==> config.mk <==
export PLATFORM = sky130hd
export DESIGN_NAME = mipsDatapath
export DESIGN_NICKNAME = d
export VERILOG_FILES = /design/src/mipsIsaPkg.sv /design/src/pipeCtrlPkg.sv /design/src/mipsDatapath.sv /design/src/executeUnit.sv /design/src/hazardUnit.sv /design/src/regFile.sv /design/src/instDecoder.sv
export SDC_FILE = /design/constraint.sdc
export NUM_CORES = 2
export LEC_CHECK = 0
export BUFFER_PORTS_ARGS = -buffer_cell sky130_fd_sc_hd__buf_2
export CORE_MARGIN = 2
export CORE_UTILIZATION = 35
export CTS_CLUSTER_DIAMETER = 60
export DETAILED_ROUTE_END_ITERATION = 8
export GPL_TIMING_DRIVEN = 1
export PLACE_DENSITY = 0.53
export SLEW_MARGIN = 5
export SYNTH_ARGS = -nofsm -noshare
export SYNTH_HDL_FRONTEND = slang
export SYNTH_SLANG_ARGS = --single-unit
==> constraint.sdc <==
create_clock -name clk -period 6.15 [get_ports clk]
set_input_delay 0.3075 -clock clk [delete_from_list [all_inputs] [get_ports clk]]
set_output_delay 0.3075 -clock clk [all_outputs]
set_load 0.005 [all_outputs]
==> src/mipsIsaPkg.sv <==
package mipsIsaPkg;

    localparam int dataWidth = 32;
    localparam logic [dataWidth-1:0] resetVector = 32'hbfc0_0000; // first fetch address

    typedef logic [4:0] regIdx_t;

    // supported primary opcodes
    typedef enum logic [5:0] {
        opSpecial = 6'h00,
        opJ       = 6'h02,
        opBeq     = 6'h04,
        opBne     = 6'h05,
        opAddiu   = 6'h09,
        opSlti    = 6'h0a,
        opAndi    = 6'h0c,
        opOri     = 6'h0d,
        opLui     = 6'h0f,
        opLw      = 6'h23,
        opSw      = 6'h2b
    } opcode_t;

    // function field of opSpecial
    typedef enum logic [5:0] {
        fnSll  = 6'h00,
        fnSrl  = 6'h02,
        fnAddu = 6'h21,
        fnSubu = 6'h23,
        fnAnd  = 6'h24,
        fnOr   = 6'h25,
        fnXor  = 6'h26,
        fnNor  = 6'h27,
        fnSlt  = 6'h2a,
        fnSltu = 6'h2b
    } funct_t;

    typedef struct packed {
        opcode_t    op;
        regIdx_t    rs;
        regIdx_t    rt;
        regIdx_t    rd;
        logic [4:0] shamt;
        funct_t     funct;
    } rType_t;

    // also the j view: {rs, rt, imm} is the 26 bit index
    typedef struct packed {
        opcode_t     op;
        regIdx_t     rs;
        regIdx_t     rt;
        logic [15:0] imm;
    } iType_t;

    typedef union packed {
        rType_t r;
        iType_t i;
    } instWord_t;

    localparam instWord_t instNop = '0; // sll r0, r0, 0

endpackage
==> src/pipeCtrlPkg.sv <==
package pipeCtrlPkg;

    import mipsIsaPkg::*;

    typedef enum logic [3:0] {
        aluAdd,
        aluSub,
        aluAnd,
        aluOr,
        aluXor,
        aluNor,
        aluSlt,
        aluSltu,
        aluSll,
        aluSrl,
        aluLui
    } aluOp_t;

    // operand source for execute
    typedef enum logic [1:0] {
        fwdReg,
        fwdMem,
        fwdWb
    } fwdSel_t;

    // all zero is a bubble
    typedef struct packed {
        aluOp_t  aluOp;
        logic    useImm;   // operand b from immediate
        logic    regWrite;
        logic    memRead;
        logic    memWrite;
        logic    branch;
        logic    branchNe; // bne when set, beq otherwise
        logic    jump;
        logic    shiftSa;  // shift by shamt field
        regIdx_t dest;
    } ctrl_t;

    typedef struct packed {
        logic [dataWidth-1:0] pc;
        ctrl_t                ctrl;
        logic [dataWidth-1:0] rsVal;
        logic [dataWidth-1:0] rtVal;
        logic [dataWidth-1:0] imm;
        regIdx_t              rs;
        regIdx_t              rt;
        logic [4:0]           shamt;
    } exStage_t;

    typedef struct packed {
        logic [dataWidth-1:0] pc;
        ctrl_t                ctrl;
        logic [dataWidth-1:0] aluOut;    // also the data address
        logic [dataWidth-1:0] storeData;
    } memStage_t;

    typedef struct packed {
        logic [dataWidth-1:0] pc;
        logic                 regWrite;
        regIdx_t              dest;
        logic [dataWidth-1:0] result;
    } wbStage_t;

    // retirement record seen outside the core
    typedef struct packed {
        logic                 valid;
        logic [dataWidth-1:0] pc;
        regIdx_t              regNum;
        logic [dataWidth-1:0] data;
    } commit_t;

endpackage

==> src/mipsDatapath.sv <==
`timescale 1ns/1ps

module mipsDatapath import mipsIsaPkg::*, pipeCtrlPkg::*; (
    input  logic                 clk,
    input  logic                 rstN_i,
    // instruction side
    output logic [dataWidth-1:0] instAddr_o,
    output logic                 instEn_o,
    input  logic [dataWidth-1:0] instData_i,
    // data side
    output logic                 memEn_o,
    output logic                 memWe_o,
    output logic [dataWidth-1:0] memAddr_o,
    output logic [dataWidth-1:0] memWdata_o,
    input  logic [dataWidth-1:0] memRdata_i,
    output commit_t              commit_o
);

    logic [dataWidth-1:0] pcF;
    logic [dataWidth-1:0] pcNext;
    logic [dataWidth-1:0] pcPlus4F;
    logic                 fetchEn;  // low until the first edge after reset

    logic [dataWidth-1:0] pcD;
    logic [dataWidth-1:0] pcPlus4D;
    instWord_t            instD;
    ctrl_t                ctrlD;
    logic [dataWidth-1:0] immD;
    logic [dataWidth-1:0] jumpTarget;
    logic [dataWidth-1:0] rsValD;
    logic [dataWidth-1:0] rtValD;
    regIdx_t              hazRs;
    regIdx_t              hazRt;

    exStage_t             exReg;
    memStage_t            memReg;
    wbStage_t             wbReg;

    fwdSel_t              fwdA;
    fwdSel_t              fwdB;
    logic                 stall;
    logic                 squash;
    logic [dataWidth-1:0] aluOutE;
    logic [dataWidth-1:0] storeDataE;
    logic                 branchTaken;
    logic [dataWidth-1:0] branchTarget;
    logic [dataWidth-1:0] memResult;

    assign pcPlus4F = pcF + 32'd4;
    assign instAddr_o = pcF;
    assign instEn_o = fetchEn;

    always_comb begin
        if (branchTaken) begin
            pcNext = branchTarget;
        end else if (ctrlD.jump) begin
            pcNext = jumpTarget; // delay slot is the word now in fetch
        end else if (stall || !fetchEn) begin
            pcNext = pcF;
        end else begin
            pcNext = pcPlus4F;
        end
    end

    always_ff @(posedge clk or negedge rstN_i) begin
        if (!rstN_i) begin
            pcF <= resetVector;
            fetchEn <= 1'b0;
        end else begin
            pcF <= pcNext;
            fetchEn <= 1'b1;
        end
    end

    // decode register
    always_ff @(posedge clk or negedge rstN_i) begin
        if (!rstN_i) begin
            pcD <= '0;
            instD <= instNop;
        end else if (squash || !fetchEn) begin
            pcD <= pcF;
            instD <= instNop;
        end else if (!stall) begin
            pcD <= pcF;
            instD <= instData_i;
        end
    end

    assign pcPlus4D = pcD + 32'd4;

    instDecoder decoder_i (
        .inst_i       (instD),
        .pcPlus4_i    (pcPlus4D),
        .ctrl_o       (ctrlD),
        .imm_o        (immD),
        .jumpTarget_o (jumpTarget)
    );

    regFile regFile_i (
        .clk      (clk),
        .rstN_i   (rstN_i),
        .raddrA_i (instD.r.rs),
        .raddrB_i (instD.r.rt),
        .rdataA_o (rsValD),
        .rdataB_o (rtValD),
        .we_i     (wbReg.regWrite),
        .waddr_i  (wbReg.dest),
        .wdata_i  (wbReg.result)
    );

    // j keeps its target in the rs/rt fields
    assign hazRs = ctrlD.jump ? '0 : instD.r.rs;
    assign hazRt = ctrlD.jump ? '0 : instD.r.rt;

    hazardUnit hazard_i (
        .decRs_i       (hazRs),
        .decRt_i       (hazRt),
        .exRs_i        (exReg.rs),
        .exRt_i        (exReg.rt),
        .exCtrl_i      (exReg.ctrl),
        .memCtrl_i     (memReg.ctrl),
        .wbRegWrite_i  (wbReg.regWrite),
        .wbDest_i      (wbReg.dest),
        .branchTaken_i (branchTaken),
        .fwdA_o        (fwdA),
        .fwdB_o        (fwdB),
        .stall_o       (stall),
        .squash_o      (squash)
    );

    always_ff @(posedge clk or negedge rstN_i) begin
        if (!rstN_i) begin
            exReg <= '0;
        end else if (stall) begin
            exReg <= '0; // bubble behind the load
        end else begin
            exReg <= '{pc: pcD, ctrl: ctrlD, rsVal: rsValD, rtVal: rtValD, imm: immD,
                       rs: instD.r.rs, rt: instD.r.rt, shamt: instD.r.shamt};
        end
    end

    executeUnit execute_i (
        .ex_i           (exReg),
        .fwdA_i         (fwdA),
        .fwdB_i         (fwdB),
        .memFwd_i       (memReg.aluOut),
        .wbFwd_i        (wbReg.result),
        .aluOut_o       (aluOutE),
        .storeData_o    (storeDataE),
        .branchTaken_o  (branchTaken),
        .branchTarget_o (branchTarget)
    );

    always_ff @(posedge clk or negedge rstN_i) begin
        if (!rstN_i) begin
            memReg <= '0;
        end else begin
            memReg <= '{pc: exReg.pc, ctrl: exReg.ctrl, aluOut: aluOutE, storeData: storeDataE};
        end
    end

    // data memory answers in the same cycle
    assign memEn_o = memReg.ctrl.memRead || memReg.ctrl.memWrite;
    assign memWe_o = memReg.ctrl.memWrite;
    assign memAddr_o = memReg.aluOut;
    assign memWdata_o = memReg.storeData;
    assign memResult = memReg.ctrl.memRead ? memRdata_i : memReg.aluOut;

    always_ff @(posedge clk or negedge rstN_i) begin
        if (!rstN_i) begin
            wbReg <= '0;
        end else begin
            wbReg <= '{pc: memReg.pc, regWrite: memReg.ctrl.regWrite,
                       dest: memReg.ctrl.dest, result: memResult};
        end
    end

    assign commit_o = '{valid: wbReg.regWrite && (wbReg.dest != '0), pc: wbReg.pc,
                        regNum: wbReg.dest, data: wbReg.result};

endmodule

==> src/executeUnit.sv <==
`timescale 1ns/1ps

module executeUnit import mipsIsaPkg::*, pipeCtrlPkg::*; (
    input  exStage_t             ex_i,
    input  fwdSel_t              fwdA_i,
    input  fwdSel_t              fwdB_i,
    input  logic [dataWidth-1:0] memFwd_i,
    input  logic [dataWidth-1:0] wbFwd_i,
    output logic [dataWidth-1:0] aluOut_o,
    output logic [dataWidth-1:0] storeData_o,
    output logic                 branchTaken_o,
    output logic [dataWidth-1:0] branchTarget_o
);

    logic [dataWidth-1:0] opA;
    logic [dataWidth-1:0] rtFwd;
    logic [dataWidth-1:0] opB;
    logic [4:0]           shiftAmt;

    function automatic logic [dataWidth-1:0] fwdMux(fwdSel_t sel, logic [dataWidth-1:0] regVal);
        case (sel)
            fwdMem:  return memFwd_i;
            fwdWb:   return wbFwd_i;
            default: return regVal;
        endcase
    endfunction

    always_comb begin
        opA = fwdMux(fwdA_i, ex_i.rsVal);
        rtFwd = fwdMux(fwdB_i, ex_i.rtVal);
        opB = ex_i.ctrl.useImm ? ex_i.imm : rtFwd;
        shiftAmt = ex_i.ctrl.shiftSa ? ex_i.shamt : opA[4:0]; // variable shift from rs
        case (ex_i.ctrl.aluOp)
            aluSub:  aluOut_o = opA - opB;
            aluAnd:  aluOut_o = opA & opB;
            aluOr:   aluOut_o = opA | opB;
            aluXor:  aluOut_o = opA ^ opB;
            aluNor:  aluOut_o = ~(opA | opB);
            aluSlt:  aluOut_o = {{(dataWidth-1){1'b0}}, $signed(opA) < $signed(opB)};
            aluSltu: aluOut_o = {{(dataWidth-1){1'b0}}, opA < opB};
            aluSll:  aluOut_o = opB << shiftAmt; // shifts act on rt
            aluSrl:  aluOut_o = opB >> shiftAmt;
            aluLui:  aluOut_o = {opB[15:0], 16'b0};
            default: aluOut_o = opA + opB; // also load/store address
        endcase
    end

    assign storeData_o = rtFwd;

    // beq/bne compare the forwarded registers, never the immediate
    assign branchTaken_o = ex_i.ctrl.branch && ((opA == rtFwd) != ex_i.ctrl.branchNe);
    assign branchTarget_o = ex_i.pc + 32'd4 + {ex_i.imm[29:0], 2'b00};

endmodule

==> src/hazardUnit.sv <==
`timescale 1ns/1ps

module hazardUnit import mipsIsaPkg::*, pipeCtrlPkg::*; (
    input  regIdx_t decRs_i,
    input  regIdx_t decRt_i,
    input  regIdx_t exRs_i,
    input  regIdx_t exRt_i,
    input  ctrl_t   exCtrl_i,
    input  ctrl_t   memCtrl_i,
    input  logic    wbRegWrite_i,
    input  regIdx_t wbDest_i,
    input  logic    branchTaken_i,
    output fwdSel_t fwdA_o,
    output fwdSel_t fwdB_o,
    output logic    stall_o,
    output logic    squash_o
);

    logic loadInEx;

    // newest producer wins, memory before writeback
    function automatic fwdSel_t pickSrc(regIdx_t src);
        if (src == '0) begin
            return fwdReg;
        end
        if (memCtrl_i.regWrite && (memCtrl_i.dest == src)) begin
            return fwdMem;
        end
        if (wbRegWrite_i && (wbDest_i == src)) begin
            return fwdWb;
        end
        return fwdReg;
    endfunction

    always_comb begin
        fwdA_o = pickSrc(exRs_i);
        fwdB_o = pickSrc(exRt_i);
    end

    // load data only exists in memory, so a direct user waits one cycle
    assign loadInEx = exCtrl_i.memRead && (exCtrl_i.dest != '0);
    assign stall_o = loadInEx && ((exCtrl_i.dest == decRs_i) || (exCtrl_i.dest == decRt_i));

    assign squash_o = branchTaken_i; // kills the fetch after the delay slot

endmodule

==> src/regFile.sv <==
`timescale 1ns/1ps

module regFile import mipsIsaPkg::*; (
    input  logic                 clk,
    input  logic                 rstN_i,
    input  regIdx_t              raddrA_i,
    input  regIdx_t              raddrB_i,
    output logic [dataWidth-1:0] rdataA_o,
    output logic [dataWidth-1:0] rdataB_o,
    input  logic                 we_i,
    input  regIdx_t              waddr_i,
    input  logic [dataWidth-1:0] wdata_i
);

    logic [dataWidth-1:0] regs [1:31]; // r0 has no storage

    function automatic logic [dataWidth-1:0] readPort(regIdx_t addr);
        if (addr == '0) begin
            return '0;
        end
        if (we_i && (addr == waddr_i)) begin
            return wdata_i; // writeback visible to decode in the same cycle
        end
        return regs[addr];
    endfunction

    always_ff @(posedge clk or negedge rstN_i) begin
        if (!rstN_i) begin
            for (int i = 1; i < 32; i++) begin
                regs[i] <= '0;
            end
        end else if (we_i && (waddr_i != '0)) begin
            regs[waddr_i] <= wdata_i;
        end
    end

    always_comb begin
        rdataA_o = readPort(raddrA_i);
        rdataB_o = readPort(raddrB_i);
    end

endmodule

==> src/instDecoder.sv <==
`timescale 1ns/1ps

module instDecoder import mipsIsaPkg::*, pipeCtrlPkg::*; (
    input  instWord_t            inst_i,
    input  logic [dataWidth-1:0] pcPlus4_i,
    output ctrl_t                ctrl_o,
    output logic [dataWidth-1:0] imm_o,
    output logic [dataWidth-1:0] jumpTarget_o
);

    logic signExt;
    logic destRd;
    logic destRt;

    always_comb begin
        ctrl_o = '0;
        signExt = 1'b1;
        destRd = 1'b0;
        destRt = 1'b0;
        case (inst_i.r.op)
            opSpecial: begin
                destRd = 1'b1;
                case (inst_i.r.funct)
                    fnAddu:  ctrl_o.aluOp = aluAdd;
                    fnSubu:  ctrl_o.aluOp = aluSub;
                    fnAnd:   ctrl_o.aluOp = aluAnd;
                    fnOr:    ctrl_o.aluOp = aluOr;
                    fnXor:   ctrl_o.aluOp = aluXor;
                    fnNor:   ctrl_o.aluOp = aluNor;
                    fnSlt:   ctrl_o.aluOp = aluSlt;
                    fnSltu:  ctrl_o.aluOp = aluSltu;
                    fnSll:   ctrl_o.aluOp = aluSll;
                    fnSrl:   ctrl_o.aluOp = aluSrl;
                    default: destRd = 1'b0; // unknown funct gives a bubble
                endcase
                ctrl_o.shiftSa = (inst_i.r.funct == fnSll) || (inst_i.r.funct == fnSrl);
            end
            opAddiu, opLw: begin
                ctrl_o.useImm = 1'b1;
                ctrl_o.memRead = (inst_i.i.op == opLw);
                destRt = 1'b1;
            end
            opSlti: begin
                ctrl_o.aluOp = aluSlt;
                ctrl_o.useImm = 1'b1;
                destRt = 1'b1;
            end
            opAndi, opOri: begin
                ctrl_o.aluOp = (inst_i.i.op == opAndi) ? aluAnd : aluOr;
                ctrl_o.useImm = 1'b1;
                signExt = 1'b0;   // logical immediates are zero extended
                destRt = 1'b1;
            end
            opLui: begin
                ctrl_o.aluOp = aluLui;
                ctrl_o.useImm = 1'b1;
                destRt = 1'b1;
            end
            opSw: begin
                ctrl_o.useImm = 1'b1;
                ctrl_o.memWrite = 1'b1;
            end
            opBeq, opBne: begin
                ctrl_o.branch = 1'b1;
                ctrl_o.branchNe = (inst_i.i.op == opBne);
            end
            opJ:     ctrl_o.jump = 1'b1;
            default: ctrl_o = '0;
        endcase
        ctrl_o.dest = destRd ? inst_i.r.rd : (destRt ? inst_i.i.rt : '0);
        ctrl_o.regWrite = (destRd || destRt) && (ctrl_o.dest != '0); // r0 writes dropped here
    end

    assign imm_o = signExt ? {{16{inst_i.i.imm[15]}}, inst_i.i.imm} : {16'b0, inst_i.i.imm};

    // region of the delay slot plus the 26 bit index
    assign jumpTarget_o = {pcPlus4_i[31:28], inst_i.i.rs, inst_i.i.rt, inst_i.i.imm, 2'b00};

endmodule

==> metrics.log <==
INFO  metric cts.path.max_buffers = 3
INFO  metric ant_nets = 0
INFO  metric placed_area = around 86000 um2
INFO  metric chipHeight = 484 um
INFO  metric clock_sinks = 1402
INFO  metric power.density_cell_area = between 200 and 300 nW/um2
INFO  metric max-cap-violations = 0
INFO  metric worst_vdd_ir = 0.204 mV
INFO  metric cts_tree = built
INFO  metric dr.first_iter.drc_count = 5256
INFO  metric synth_largest_area_cell = dfrtp_1
INFO  metric global_route.overflow_total = 0
INFO  metric synth_enable_flop_cells = 0
INFO  metric cp-endpoint = memAddr_o[28]
INFO  metric worst_setup_path_start_kind = flop
INFO  metric aggregate_negative_setup_slack = 0 ps
INFO  metric timing.slew.headroom = roughly 15%
INFO  metric worstSetupStartpoint = commit_o[35]
INFO  metric synth_top_family_by_area = multiplexers
INFO  metric ys_dominant_reg_cell = dfrtp_1
INFO  metric final_layout_size_suffix_gt1_share = 40.0%
INFO  metric compound_gate_fraction_of_synth_area = 8.36%
INFO  metric port_buffers = 234
INFO  metric worst_r2r_path_depth = 24
INFO  metric viasPerCell = 5.96
INFO  metric tritoncts.num_buffers = approximately 170
INFO  metric drv_slew = 0
INFO  metric fp-row-count = 176
INFO  metric design.die.area = 234000 um2
INFO  metric clkTransAtPathRegs = 60 ps
INFO  metric synth_mux_area_share = 34.7%
INFO  metric hold_viol = 0
INFO  metric final.period_utilization = a little over nine tenths
INFO  metric grt_setup_unrepaired = false
INFO  metric synth.distinct_cells = 90
INFO  metric regToRegEndpoint = memAddr_o[28]
INFO  metric drt-total-wl = 302 mm
INFO  metric area_delta_synth_final = 14.2%
INFO  metric worstSetupPathType = flop to flop
INFO  metric initial_utilization = 35.1%
INFO  metric fin_worst_skew = 52.1 ps
INFO  metric core_area = 229000 um2
INFO  metric detailedRoute.firstPassIterationCount = 8
INFO  metric final_net_count = 6618
INFO  metric fp.dieW = 484 um
INFO  metric place_worst_setup_slack = 183 ps
INFO  metric grt_max_degree = 162
INFO  metric timing.rr.start = commit_o[35]
INFO  metric cp-end-kind = flop
INFO  metric worst-slew-pin-transition = 1270 ps
INFO  metric min_path_type = input port to asynchronous set/reset pin
INFO  metric vias = 57.0k
INFO  metric final_util = 40.1%
INFO  metric design_area = 92000 um2
INFO  metric fmaxAchievable = between 0.15 and 0.2 GHz
INFO  metric synth_fp_nets = 6509
INFO  metric synthDominantCellAreaShare = ~43%
INFO  metric worst-path-max-fanout = 7
INFO  metric dp.final_hpwl = 200 mm
INFO  metric number_of_global_route_vias_before_repair = 58.2k
INFO  metric yosys.area_share.simple = 5.44%
INFO  metric h_tree_depth = 4
INFO  metric leakage = 41.7 nW
INFO  metric synth.top_cells.by_area = dfrtp_1, mux4_2, mux2_2, ha_1, mux2i_1
INFO  metric clk_latency = ~860 ps
INFO  metric global_route.usage.total = between 20% and 30%
INFO  metric total_standard_cell_area_after_synthesis = 80600 um2
INFO  metric detail_route.wl_per_cell = ~32 um
INFO  metric synth.ff_latch_count = 1402
INFO  metric drt_drc_violations_left = 0
INFO  metric setup_viol = 0
INFO  metric grt_antenna_before_repair = 22
INFO  metric pin_count = between 200 and 250
INFO  metric synth_fa_ha_area_share = 2.54%
INFO  metric grt_first_pass_wirelength = 435 mm
INFO  metric regToRegSetupSlack = 250 ps
INFO  metric required = 6870 ps
INFO  metric synthesis.instances = ~6.3k
INFO  metric yosysSeqAreaShare = 43.6%
INFO  metric ys_async_sr_fraction = 100%
INFO  metric final.setup.worst_slack = 245 ps
INFO  metric gp_congestion = 0.992
INFO  metric root_buf_cell = clkbuf_16
INFO  metric synth.yosys.warnings = 0
INFO  metric postCtsSetupBuffers = 0
INFO  metric postSynthAreaPerCell = around 13 um2
INFO  metric min_period = about 6000 ps
INFO  metric outcome = completed
INFO  metric yosys.area_share.xor_xnor = 1.41%
INFO  metric arrival_time_of_the_worst_setup_path = 6630 ps
-- synth_stat cells (24+ instances only) --
master and count:
nor2b_1 80, o211ai_1 31, ha_1 158, clkbuf_1 402
xor2_1 46, a22o_1 125, dfrtp_1 1393, mux2i_1 189
a22oi_1 47, mux2_2 1130, inv_1 122, nand3_1 54
a21oi_1 219, nor3_1 40, buf_1 117, nand2b_1 39
buf_2 32, xnor2_1 84, a221o_1 39, o21ai_1 45
nor2_1 342, mux2_1 32, nand4_1 31, nand2_1 238
or3_1 24, a21o_1 30, buf_4 71, a221oi_1 44
o21ai_0 156, mux4_2 576
-- per-layer routing --
metal / up-vias / wire [um] / GRT usage [%]
met5: - / 0 / 0
met4: 0 / 12000 / 9.52
met3: 482 / 18500 / 3.50
met2: 2124 / 139000 / 40.2
met1: 30529 / 133000 / 35.8
li1: 23835 / - / -
-- area by class of cell --
type	instances	area, um2
multi-input combinational	4118	42700
clock inverter	70	855
sequential	1402	35100
tap	3026	3790
timing repair buffer	567	4160
antenna	4	10.0
clock buffer	239	4840
inverter	135	507
fill	21434	138000
-- how the worst min path moves through the flow --
stage	from	endpoint	cells past startpoint
2_1_floorplan	rstN_i	commit_o[0]	0
3_3_place_gp	memReg[82]	commit_o[38]	0
3_5_place_dp	memReg[91]	commit_o[47]	0
4_1_cts	rstN_i	pcD[12]	2
5_1_grt	rstN_i	commit_o[38]	2
6_report	rstN_i	commit_o[38]	2
-- sequential cells by signal, summed over array words and instances, names as in the netlist --
name and flops:
instEn_o 1, exReg 139, memReg 39, pcD 32, memWe_o 1, wbReg 1, instD 32, memWdata_o 32
regFile_i.regs 992, memAddr_o 32, commit_o 69, instAddr_o 32
-- worst max-delay path, stage by stage (launching register included) --
cell,delay [ps]
dfrtp_1,420
xor2_1,180
nor3_1,230
nand3_1,110
or3_1,400
inv_1,90
ha_1,430
a221oi_2,180
nor2_1,380
inv_1,130
ha_1,260
inv_1,90
fa_1,260
nor2b_1,250
o21ai_0,110
buf_4,150
a21oi_1,250
o31ai_2,130
a21oi_1,450
a21oi_1,170
buf_4,200
buf_4,160
o41ai_1,420
mux2i_1,240
nand3_1,90
-- layout by cell type, fill, tap and decap left out, types with 84 or more instances in the layout --
cell       count
a22o_1       125
inv_1        122
clkbuf_16    170
dfrtp_1     1381
o21ai_0      156
nand2_1      227
mux2_2      1130
mux2i_1      188
ha_1         156
buf_4        243
a21oi_1      219
buf_2        233
mux4_2       576
xnor2_1       84
nor2_1       323
-- cell families (layout without fill, tap and decap cells) --
kind of cell | after synthesis | count (layout)
multiplexers | 1927 | 1927
flip-flops | 1402 | 1402
AO/OA/AOI/OAI | 958 | 958
AND/OR/NAND/NOR | 940 | 940
buffers and inverters | 762 | 1011
adder cells (fa/ha/maj) | 162 | 162
XOR/XNOR | 130 | 130
other | 1 | 5
-- metrics by stage --
stage          power [mW]  cells  hold slack (ps)
2_1_floorplan        12.9   6282             11.9
3_3_place_gp         14.9   9183              333
3_5_place_dp         14.9   9183              336
4_1_cts              25.3   9557             48.5
5_1_grt              26.1   9558             94.3
6_report             25.1   9561             62.8
-- report_power, final --
part           internal [mW]  total, mW  switching (mW)
clock network           5.97       10.2            4.27
logic                   1.62       4.26            2.63
registers               9.85       10.6           0.753
-- repair_timing --
item,in CTS,in global routing
endpoints found under the setup margin,0,6
hold endpoints to repair,154,0
gates resized for setup,0,3
hold buffers,65,0
Power figures use the tool's default switching activity.
